**config.mk**
```make
export PLATFORM = sky130hd
export DESIGN_NAME = operand_forward
export DESIGN_NICKNAME = d
export VERILOG_FILES = /design/src/design/ex_pkg.sv /design/src/design/operand_forward.sv
export SDC_FILE = /design/constraint.sdc
export NUM_CORES = 1
export LEC_CHECK = 0
export BUFFER_PORTS_ARGS = -buffer_cell sky130_fd_sc_hd__buf_4
export CORE_ASPECT_RATIO = 1.1
export CORE_MARGIN = 8
export CORE_UTILIZATION = 40
export CTS_BUF_LIST = sky130_fd_sc_hd__clkbuf_4 sky130_fd_sc_hd__clkbuf_8 sky130_fd_sc_hd__clkbuf_16
export DETAILED_ROUTE_END_ITERATION = 6
export GPL_TIMING_DRIVEN = 1
export PLACE_DENSITY = 0.7
export SLEW_MARGIN = 20
export SYNTH_ARGS = -nofsm -noshare
export SYNTH_HDL_FRONTEND = slang
export SYNTH_SLANG_ARGS = --single-unit
```
**constraint.sdc**
```tcl
create_clock -name clock -period 2 [get_ports clock]
set_clock_uncertainty 0.2 [all_clocks]
set_input_delay 0.3 -clock clock [delete_from_list [all_inputs] [get_ports clock]]
set_output_delay 0.3 -clock clock [all_outputs]
set_load 0.05 [all_outputs]
```
**src/design/ex_pkg.sv**
```systemverilog
package ex_pkg;

  typedef logic [31:0] word_t;
  typedef logic [4:0]  reg_idx_t;
  typedef logic [4:0]  shamt_t;

  typedef enum logic [3:0] {
    ADD,
    SUB,
    OR,
    XOR,
    NOR,
    AND,
    PASS_A,
    PASS_B,
    LUI,
    MOVZ,
    MOVN,
    SEB,
    SEH,
    EXT,
    INS
  } alu_op_t;

  typedef enum logic [1:0] {
    RES_ALU,
    RES_SHIFT,
    RES_SET
  } alu_res_t;

  typedef enum logic [2:0] {
    MD_NONE,
    MD_MUL,
    MD_MADD,
    MD_DIV,
    MD_MTHI,
    MD_MTLO,
    MD_MFHI,
    MD_MFLO
  } muldiv_op_t;

  typedef enum logic {
    MDU_IDLE,
    MDU_BUSY
  } mdu_state_t;

  // Decoded control for one instruction in execute
  typedef struct packed {
    alu_op_t    alu_op;
    alu_res_t   alu_res_sel;
    logic       alu_set_u;
    muldiv_op_t muldiv_op;
    logic       muldiv_u;
    logic       imm_valid;
    shamt_t     shamt;
    logic       shamt_valid;
    logic       shleft;
    logic       sharith;
    logic       shopsela;
  } ex_ctrl_t;

  // Pending register write of a later stage
  typedef struct packed {
    word_t    result;
    reg_idx_t dest;
    logic     dest_valid;
  } fwd_src_t;

endpackage

```
**src/design/operand_forward.sv**
```systemverilog
`timescale 1ns/1ps

module operand_forward (
  input  logic             clock,
  input  logic             reset_n,
  input  logic             stall_active,
  input  ex_pkg::word_t    a_val,
  input  ex_pkg::word_t    b_val,
  input  ex_pkg::reg_idx_t a_reg,
  input  ex_pkg::reg_idx_t b_reg,
  input  logic             a_reg_valid,
  input  logic             b_reg_valid,
  input  ex_pkg::fwd_src_t ex_mem,
  input  ex_pkg::fwd_src_t mem_wb,
  output ex_pkg::word_t    operand_a,
  output ex_pkg::word_t    operand_b_fwd
);
  import ex_pkg::*;

  logic  a_hit_ex;
  logic  a_hit_wb;
  logic  b_hit_ex;
  logic  b_hit_wb;
  logic  a_hit_ex_q;
  logic  a_hit_wb_q;
  logic  b_hit_ex_q;
  logic  b_hit_wb_q;
  word_t ex_mem_res_q;
  word_t mem_wb_res_q;
  logic  stall_q;
  logic  stall_rise;

  // ex_mem is the younger result and takes priority
  function automatic word_t pick(input word_t own, input logic hit_ex, input logic hit_wb,
                                 input word_t res_ex, input word_t res_wb);
    if (hit_ex)
      return res_ex;
    else if (hit_wb)
      return res_wb;
    return own;
  endfunction

  assign a_hit_ex = a_reg_valid && ex_mem.dest_valid && (a_reg == ex_mem.dest);
  assign a_hit_wb = a_reg_valid && mem_wb.dest_valid && (a_reg == mem_wb.dest);
  assign b_hit_ex = b_reg_valid && ex_mem.dest_valid && (b_reg == ex_mem.dest);
  assign b_hit_wb = b_reg_valid && mem_wb.dest_valid && (b_reg == mem_wb.dest);

  assign stall_rise = stall_active && !stall_q;

  always_ff @(posedge clock or negedge reset_n) begin
    if (!reset_n) begin
      stall_q      <= 1'b0;
      a_hit_ex_q   <= 1'b0;
      a_hit_wb_q   <= 1'b0;
      b_hit_ex_q   <= 1'b0;
      b_hit_wb_q   <= 1'b0;
      ex_mem_res_q <= '0;
      mem_wb_res_q <= '0;
    end else begin
      stall_q <= stall_active;
      // Later stages may move on during the stall, so freeze what they offered
      if (stall_rise) begin
        a_hit_ex_q   <= a_hit_ex;
        a_hit_wb_q   <= a_hit_wb;
        b_hit_ex_q   <= b_hit_ex;
        b_hit_wb_q   <= b_hit_wb;
        ex_mem_res_q <= ex_mem.result;
        mem_wb_res_q <= mem_wb.result;
      end
    end
  end

  assign operand_a = stall_q ?
      pick(a_val, a_hit_ex_q, a_hit_wb_q, ex_mem_res_q, mem_wb_res_q) :
      pick(a_val, a_hit_ex, a_hit_wb, ex_mem.result, mem_wb.result);

  assign operand_b_fwd = stall_q ?
      pick(b_val, b_hit_ex_q, b_hit_wb_q, ex_mem_res_q, mem_wb_res_q) :
      pick(b_val, b_hit_ex, b_hit_wb, ex_mem.result, mem_wb.result);

endmodule

```
==> results_dict.tcl <==
set metrics [dict create \
    status "finished, violations left" \
    violations "setup timing" \
    holdWs_ps 15.7 \
    drive_above_1_share_pct 57.4 \
    syn_inst 766 \
    antenna_found_initial 0 \
    arrival_ps 1990 \
    slowest_stage "nor4_4" \
    fin_ws_ps -486 \
    clk_latency_ps 330 \
    irDropWorstVdd_v 0.000427 \
    die_w_um 141 \
    nNetsFinal 1164 \
    io-pin-count 219 \
    rsz0062_at_grt "yes" \
    postRouteAntennaNets 0 \
    area_growth_pct 71.4 \
    globalRouteOverflowTotal 0 \
    grt_pass1_vias 7618 \
    slowest_delay_ps 350 \
    yosys_register_bits 69 \
    worstReg2RegStart "stall_q$_DFF_PN0_" \
    cts_buffers 9 \
    grt_pass1_wl_um 43600 \
    crit_path_start_kind "input port" \
    numPortBuffers 218 \
    mostFrequentLayoutCells "buf_4 (177), nand2_1 (136), buf_6 (77)" \
    slew_headroom_pct 72.9 \
    synth_nets 921 \
    drv_cap 0 \
    endpoint_kind "output pin" \
    final_core_util_pct 69.3 \
    clk_pin_slew_ps 70 \
    crit_fanout 10 \
    place_congestion 0.871 \
    hold_end "ex_mem_res_q[10]$_DFFE_PN0P_" \
    drv_slew 0 \
    std_cell_rows 50 \
    ys_warn_count 0 \
    use_met1_pct 31.0 \
    max_freq_ghz 0.402 \
    start_util_pct 40.4 \
    worst_pin_slew_ps 403 \
    detail_route.vias_per_cell 5.89 \
    min_path_type "in -> reg" \
    routed_wl_um 28800 \
    fin_crit_sh_pct 124 \
    first_pass_iters 4 \
    crit_type "in -> out" \
    setup_viol_count_final 64 \
    cts_tree "yes" \
    die_y_um 153 \
    required_ps 1500 \
    ys_types 22 \
    cts_root_buffer "clkbuf_16" \
    syn_area_um2 6830 \
    finalCriticalPeriod_ps 2490 \
    diodes 0 \
    h-tree-depth 3 \
    whs_path_depth 2 \
    grt_max_degree 43 \
    ctsLongestPathBuffers 2 \
    met2_usage_pct 43.2 \
    hpwl_um 18900 \
    r2r_cells 3 \
    r2r-end "mem_wb_res_q[4]$_DFFE_PN0P_" \
    power_per_cell_area_nw_per_um2 489 \
    busiest_layer "met2" \
    rrSetupSlack_ps 380 \
    drt_iter0_markers 362 \
    seq_area_frac_synth_pct 25.3 \
    hold_viol 0 \
    syn_avg_cell_area_um2 8.91 \
    die-area_um2 21500 \
    track_usage_pct 25.4 \
    num_vias 7195 \
    cp_cell_sequence "buf_8 > xor2_4 > nor4_4 > buf_6 > buf_8 > and3_4 > a211oi_4 > o31ai_4 > buf_6" \
    drc 0 \
    leakage_nw 4.56 \
    grt_util_met3_pct 5.30 \
    clock-sinks 69 \
    final_common_cell "buf_4" \
    wire_per_inst_um 23.6 \
    hold_start "ex_mem[16]" \
    coreArea_um2 16900 \
]
per-layer routing:
layer	part of all wire, %	up-vias
met3	6.9	55
met1	40	3580
met2	50	328
met4	2.7	0
met5	0	-
li1	-	3232
through the flow:
| stage | worst slack, ps | cells | instance area [µm²] | TNS (ps) | total power, mW |
|---|---|---|---|---|---|
| detailed placement | -519 | 1177 | 9780 | -29270 | 3.79 |
| finish | -486 | 1222 | 11700 | -27010 | 5.73 |
| CTS | -469 | 1212 | 11400 | -25290 | 5.66 |
| global route | -530 | 1222 | 11700 | -29850 | 5.92 |
| global placement | -500 | 1177 | 9780 | -27540 | 3.75 |
| floorplan | -307 | 766 | 7440 | -19140 | 2.98 |
worst max-delay path, delay by kind of cell:
family	cells	cell delay (ps)
buf+inv	4	650
simple gates	2	550
compound gates	2	300
xor+xnor	1	180
logic make-up after synthesis:
group	synth area share (%)
simple gates	18.7
xor+xnor	2.57
mux	19.9
compound gates	27.7
buf+inv	5.75
flops	25.3
area by class of cell:
cell class,count,area (µm²)
multi-input cells,621,6140
fillers,1178,5190
repair buffers,308,3270
flip-flops and latches,69,1740
well taps,208,260
clock buffers,9,225
clock inverters,7,76.3
cell usage after synthesis, drive strengths merged:
cell / number / area (µm²)
nand2: 138 / 533
dfrtp: 69 / 1730
o21ai: 68 / 340
and3: 66 / 413
nor2: 66 / 248
a211oi: 64 / 771
mux2: 64 / 721
mux2i: 64 / 641
o31ai: 64 / 781
clkbuf: 46 / 173
buf: 30 / 220
xor2: 18 / 158
nor4: 4 / 67.6
and2: 2 / 12.5
xnor2: 2 / 17.5
nand2b: 1 / 6.26
what timing repair did:
item                                   4_1_cts  5_1_grt
setup endpoints to repair                   64       64
gates cloned                                 7        4
setup buffers                                9        7
pin swaps                                   52       31
hold buffers                                 3        0
endpoints found under the hold margin       41        0
gates resized for setup                    199       34
worst max-delay path by stage:
stage,cells past startpoint,slack (ps),start,endpoint
after global routing,9,-530,mem_wb[5],operand_a[9]
after global placement,9,-500,a_reg[2],operand_a[0]
final,9,-490,mem_wb[5],operand_a[9]
after floorplan,6,-310,a_reg[2],operand_a[11]
after CTS,9,-470,mem_wb[3],operand_a[16]
after detailed placement,9,-520,a_reg[2],operand_a[21]
flip-flops by register name (all words and copies together), names as in the netlist:
signal,count
b_hit_wb_q,1
stall_q,1
mem_wb_res_q,32
ex_mem_res_q,32
b_hit_ex_q,1
a_hit_ex_q,1
a_hit_wb_q,1
power breakdown:
group          internal, mW  total (mW)  switching, mW
sequential             1.59        1.75          0.161
combinational          1.10        2.33           1.23
clock                 0.970        1.64          0.674
total                  3.66        5.73           2.07
Power figures use the tool's default switching activity.
