`config.mk`:
```
export PLATFORM = sky130hd
export DESIGN_NAME = alu
export DESIGN_NICKNAME = d
export VERILOG_FILES = /design/src/design/ex_pkg.sv /design/src/design/alu.sv
export SDC_FILE = /design/constraint.sdc
export NUM_CORES = 1
export LEC_CHECK = 0
export ABC_AREA = 1
export BUFFER_PORTS_ARGS = -buffer_cell sky130_fd_sc_hd__buf_2
export CORE_ASPECT_RATIO = 1.5
export CORE_UTILIZATION = 51
export DETAILED_ROUTE_END_ITERATION = 8
export PLACE_DENSITY = 0.81
export SYNTH_ARGS = -nofsm -noshare
export SYNTH_HDL_FRONTEND = slang
export SYNTH_SLANG_ARGS = --single-unit
```
`constraint.sdc`:
```
create_clock -name vclk -period 4.2
set_clock_uncertainty 0.05 [all_clocks]
set_input_delay 1.05 -clock vclk [all_inputs]
set_output_delay 1.05 -clock vclk [all_outputs]
set_load 0.005 [all_outputs]
```
`src/design/ex_pkg.sv`:
```
package ex_pkg;

  typedef logic [31:0] word_t;
  typedef logic [4:0]  reg_idx_t;
  typedef logic [4:0]  shamt_t;

  typedef enum logic [3:0] {
    ADD,
    SUB,
    OR,
    XOR,
    NOR,
    AND,
    PASS_A,
    PASS_B,
    LUI,
    MOVZ,
    MOVN,
    SEB,
    SEH,
    EXT,
    INS
  } alu_op_t;

  typedef enum logic [1:0] {
    RES_ALU,
    RES_SHIFT,
    RES_SET
  } alu_res_t;

  typedef enum logic [2:0] {
    MD_NONE,
    MD_MUL,
    MD_MADD,
    MD_DIV,
    MD_MTHI,
    MD_MTLO,
    MD_MFHI,
    MD_MFLO
  } muldiv_op_t;

  typedef enum logic {
    MDU_IDLE,
    MDU_BUSY
  } mdu_state_t;

  // Decoded control for one instruction in execute
  typedef struct packed {
    alu_op_t    alu_op;
    alu_res_t   alu_res_sel;
    logic       alu_set_u;
    muldiv_op_t muldiv_op;
    logic       muldiv_u;
    logic       imm_valid;
    shamt_t     shamt;
    logic       shamt_valid;
    logic       shleft;
    logic       sharith;
    logic       shopsela;
  } ex_ctrl_t;

  // Pending register write of a later stage
  typedef struct packed {
    word_t    result;
    reg_idx_t dest;
    logic     dest_valid;
  } fwd_src_t;

endpackage

```
`src/design/alu.sv`:
```
`timescale 1ns/1ps

module alu (
  input  ex_pkg::alu_op_t op,
  input  logic            set_u,
  input  ex_pkg::word_t   a,
  input  ex_pkg::word_t   b,
  input  ex_pkg::word_t   b_fwd,
  input  ex_pkg::word_t   shift_res,
  input  ex_pkg::word_t   imm,
  output ex_pkg::word_t   alu_res,
  output ex_pkg::word_t   set_res,
  output logic            inval_dest_reg
);
  import ex_pkg::*;

  word_t       sum;
  logic [32:0] diff;
  logic        signed_lt;
  shamt_t      ext_msbd;
  word_t       ext_mask;
  word_t       ins_mask;
  logic        b_zero;

  assign sum  = a + b;
  // Top bit is the borrow of the unsigned subtract
  assign diff = {1'b0, a} - {1'b0, b};

  // a negative and b not, or same signs and a negative difference
  assign signed_lt = (a[31] && !b[31]) || (diff[31] && !(a[31] ^ b[31]));
  assign set_res   = {31'b0, set_u ? diff[32] : signed_lt};

  // Field size lives in imm[15:11] as size minus one
  assign ext_msbd = imm[15:11];
  assign ext_mask = ~(32'hffff_fffe << ext_msbd);
  assign ins_mask = ext_mask >> 1;

  always_comb begin
    alu_res = '0;
    case (op)
      ADD:
        alu_res = sum;
      SUB:
        alu_res = diff[31:0];
      OR:
        alu_res = a | b;
      XOR:
        alu_res = a ^ b;
      NOR:
        alu_res = ~(a | b);
      AND:
        alu_res = a & b;
      PASS_A:
        alu_res = a;
      PASS_B:
        alu_res = b;
      LUI:
        alu_res = {b[15:0], 16'b0};
      MOVZ,
      MOVN:
        alu_res = a;
      SEB:
        alu_res = {{24{b[7]}}, b[7:0]};
      SEH:
        alu_res = {{16{b[15]}}, b[15:0]};
      EXT:
        alu_res = shift_res & ext_mask;
      INS:
        // b itself carries the immediate here, so merge into the register value
        alu_res = (shift_res & ins_mask) | (b_fwd & ~ins_mask);
      default:
        alu_res = '0;
    endcase
  end

  assign b_zero = (b == '0);

  always_comb begin
    case (op)
      MOVZ:    inval_dest_reg = !b_zero;
      MOVN:    inval_dest_reg = b_zero;
      default: inval_dest_reg = 1'b0;
    endcase
  end

endmodule

```
==> results of run 1 <==
[cells by family after synthesis]
kind of cell / synth area share [%]
simple gates: 46.95
buf+inv: 20.97
compound gates: 17.23
fa+ha+maj: 14.70
xor+xnor: 0.1011
other cells: 0.04329
[metal layers]
| metal | track usage (%) | overflow |
|---|---|---|
| met5 | 0 | 0 |
| met4 | 60.81 | 1 |
| met3 | 28.53 | 0 |
| met2 | 86.39 | 3 |
| met1 | 60.85 | 0 |
[Yosys cell counts (all sizes together)]
cell     count  area share [%]
nor3        32             1.9
a21boi       2            0.17
and2         2            0.14
o21ai       98             5.7
inv        338              15
nand4       31             2.2
nor3b        1           0.087
o211ai      12             1.0
or2          3            0.22
o22ai       31             2.2
o2111ai     15             1.5
a22oi        1           0.087
clkbuf       7            0.33
a211oi       5            0.43
conb         1           0.043
and3         3            0.22
o311ai       1            0.10
nor4        13            0.94
buf         81             6.0
fa           3            0.69
o221ai       2            0.20
nand2      524              23
ha          97              14
nor2       177             7.9
nand3      181              11
a21oi       89             5.1
o21bai       6            0.52
xor2         1            0.10
a31oi        1           0.072
[metrics by stage]
stage               hold slack, ns  setup WS (ns)
global placement             2.345        -0.5831
CTS                          2.347        -0.2368
floorplan                    2.120        0.01797
detailed placement           2.347        -0.6064
[what timing repair did]
item | in CTS
resized for setup | 136
hold buffers | 0
setup endpoints to repair | 17
buffers inserted | 19
pin swaps | 32
==> flow_metrics.env, run 1 <==
export IMPL_yosysWarnings=0
export IMPL_grt_overflow_total=4
export IMPL_lastStage="global routing (5_1_grt)"
export IMPL_port_buffer_count=172
export IMPL_error="[ERROR GRT-0116] Global routing finished with congestion. Check the congestion regions in the DRC Viewer."
export IMPL_ys_types=40
export IMPL_rows=58
export IMPL_place_congestion=1.103
export IMPL_synth_cells=1758
export IMPL_die_height_um=161.6
export IMPL_seq_area_frac_synth_pct=0
export IMPL_syn_avg_cell_area_um2=4.928
export IMPL_grt_pass1_vias=13340
export IMPL_io_pins=230
export IMPL_place_inst=2344
export IMPL_grt_max_degree=31
export IMPL_initial_core_util_pct=51.90
export IMPL_outcome="aborted with a tool error"
export IMPL_grt_usage_pct=59.87
export IMPL_syn_area_mm2=0.008663
export IMPL_grt_pass1_wl_um=77710
export IMPL_place_hpwl_um=38760
export IMPL_die_x_um=108.4
export IMPL_dpl_cell_area_mm2=0.01137
==> run 2: changes to the inputs <==
--- a/config.mk
+++ b/config.mk
@@ -7,10 +7,9 @@
 export LEC_CHECK = 0
 export ABC_AREA = 1
 export BUFFER_PORTS_ARGS = -buffer_cell sky130_fd_sc_hd__buf_2
-export CORE_ASPECT_RATIO = 1.5
-export CORE_UTILIZATION = 51
+export CORE_UTILIZATION = 40
 export DETAILED_ROUTE_END_ITERATION = 8
-export PLACE_DENSITY = 0.81
+export PLACE_DENSITY_LB_ADDON = 0.15
 export SYNTH_ARGS = -nofsm -noshare
 export SYNTH_HDL_FRONTEND = slang
 export SYNTH_SLANG_ARGS = --single-unit
==> constraint.sdc (replaced) <==
create_clock -name vclk -period 5.5
set_clock_uncertainty 0.05 [all_clocks]
set_input_delay 1.375 -clock vclk [all_inputs]
set_output_delay 1.375 -clock vclk [all_outputs]
set_load 0.005 [all_outputs]
==> run 2 against run 1 <==
Effect of this change: the flow now finishes without violations; area after synthesis unchanged; synthesized cell count stayed put.
==> flow_metrics.env, run 2 <==
export IMPL_io_pins=230
export IMPL_fmax_mhz=187.9
export IMPL_crit_fanout=5
export IMPL_clkbuf_count=0
export IMPL_cap_viol_max_count=0
export IMPL_syn_area_mm2=0.008663
export IMPL_slew_headroom_pct=33.63
export IMPL_initial_core_util_pct=40.95
export IMPL_core_area_mm2=0.02115
export IMPL_ant_nets=0
export IMPL_seq_area_um2=0
export IMPL_setup_violations=0
export IMPL_synthTopCellsByArea="nand2_1, inv_1, ha_1"
export IMPL_grt_pass1_vias=11270
export IMPL_cp_data_arrival_time_ns=3.90
export IMPL_outcome="complete, no violations"
export IMPL_flops_and_latches=0
export IMPL_seq_area_frac_synth_pct=0
export IMPL_synth_top_area_share_pct=22.62
export IMPL_use_met2_pct=64.91
export IMPL_pre_cts_ws_ns=0.02580
export IMPL_hold_path_class="input port to output pin"
export IMPL_synth_common_cells="nand2_1, inv_1, nand3_1, nor2_1, ha_1"
export IMPL_critPathKind="input port to output pin"
export IMPL_place_inst=2278
export IMPL_p_total_w=0.001024
export IMPL_viasPerCell=5.416
export IMPL_crit_required_ns=4.07
export IMPL_grt_pass1_wl_um=64120
export IMPL_place_congestion=1.024
export IMPL_yosysWarnings=0
export IMPL_fin_crit_sh_pct=96.77
export IMPL_final_area_mm2=0.01050
export IMPL_p_leak_nw=6.218
export IMPL_startpoint_type="input port"
export IMPL_rows=53
export IMPL_wl_per_cell_um=19.38
export IMPL_drive_gt1_share_pct=16.96
export IMPL_syn2layout_area_growth_pct=21.24
export IMPL_tightest_slew_ns=0.9945
export IMPL_layout_setup_ws_ns=0.1775
export IMPL_globalRouteMet1Util_pct=47.25
export IMPL_dpl_cell_area_mm2=0.01042
export IMPL_power_density_mw_per_mm2=97.54
export IMPL_syn_avg_cell_area_um2=4.928
export IMPL_die_x_um=149.2
export IMPL_antenna_cells=0
export IMPL_routed_wl_um=44180
export IMPL_first_pass_iters=6
export IMPL_final_common_cell="nand2_1"
export IMPL_drc=0
export IMPL_vias=12350
export IMPL_antenna_found_initial=0
export IMPL_worstSetupEndpointType="output pin"
export IMPL_synth_most_common_cell="nand2_1"
export IMPL_grt_max_degree=25
export IMPL_final_cell_mix="nand2_1, inv_1, nand3_1, buf_2, nor2_1"
export IMPL_grt_use_met3_pct=2.691
export IMPL_ctsHoldBuffers=0
export IMPL_whs_ns=2.965
export IMPL_synth_top_area_cell="nand2_1"
export IMPL_fin_nets=2272
export IMPL_multi_input_area_mm2=0.007032
export IMPL_hold_violations=0
export IMPL_ys_types=40
export IMPL_grt_busiest_layer="met2"
export IMPL_first_iter_violations=1243
export IMPL_dieArea_mm2=0.02225
export IMPL_die_height_um=149.2
export IMPL_grt_usage_pct=38.93
export IMPL_synth_cells=1758
export IMPL_final_cells=2280
export IMPL_grt_overflow_total=0
export IMPL_min_period_ns=5.323
export IMPL_peakVddDrop_v=0.00005321
export IMPL_drv_slew=0
export IMPL_port_buffer_count=172
export IMPL_fillCellCount=2466
export IMPL_place_hpwl_um=37920
## run 2: cell counts after synthesis
Identical to the previous run, type by type.
## run 2: layout make-up
| cell class | count | share of cell area [%] |
|---|---|---|
| Inverter | 338 | 12.08 |
| Tap cell | 275 | 3.276 |
| Timing Repair Buffer | 305 | 17.70 |
| Multi-Input combinational cell | 1362 | 66.94 |
## run 2: per-layer routing
layer / part of all wire [%] / up-vias
met5: 0 / -
met1: 40 / 5488
met4: 8.4 / 0
met3: 7.8 / 131
met2: 44 / 675
li1: - / 6055
## run 2: logic make-up after synthesis
kind of cell	after synthesis	share of synthesized area [%]
buffers and inverters	426	20.97
XOR/XNOR	1	0.1011
AND/OR/NAND/NOR	967	46.95
adder cells (fa/ha/maj)	100	14.70
AO/OA/AOI/OAI	263	17.23
other	1	0.04329
## run 2: through the flow
step           utilization, %   TNS, ns
5_1_grt                 49.65  -0.02064
2_1_floorplan               -         0
6_report                49.65         0
4_1_cts                 49.26         0
3_3_place_gp            49.26         0
3_5_place_dp            49.26         0
## run 2: critical path, stage by stage
cell	delay, ns
buf_2	0.13
inv_1	0.07
ha_2	0.32
inv_1	0.13
nand2_2	0.10
nand3_1	0.11
nand2_1	0.07
nand2_1	0.11
nand2_1	0.11
nand3_2	0.12
a21oi_1	0.08
buf_4	0.15
fa_1	0.47
o22ai_1	0.07
a21oi_1	0.14
nand2_1	0.06
nor2_1	0.10
nand2_1	0.05
buf_2	0.12
## run 2: what timing repair did
item,in CTS,in global routing
setup endpoints to repair,0,1
hold endpoints to repair,0,0
gates resized for setup,0,24
setup buffers,0,2
## run 2: worst paths after layout
check | start | endpoint | slack, ns | cells past startpoint
max | a[2] | alu_res[31] | 0.18 | 19
min | set_u | set_res[0] | 2.97 | 3
## run 2: power by group
group	internal (W)	total (W)	switching (W)
Sequential	0	0	0
Clock	0	0	0
Combinational	0.000364	0.00102	0.000660
Note: power is estimated with default switching activity, not from simulation.
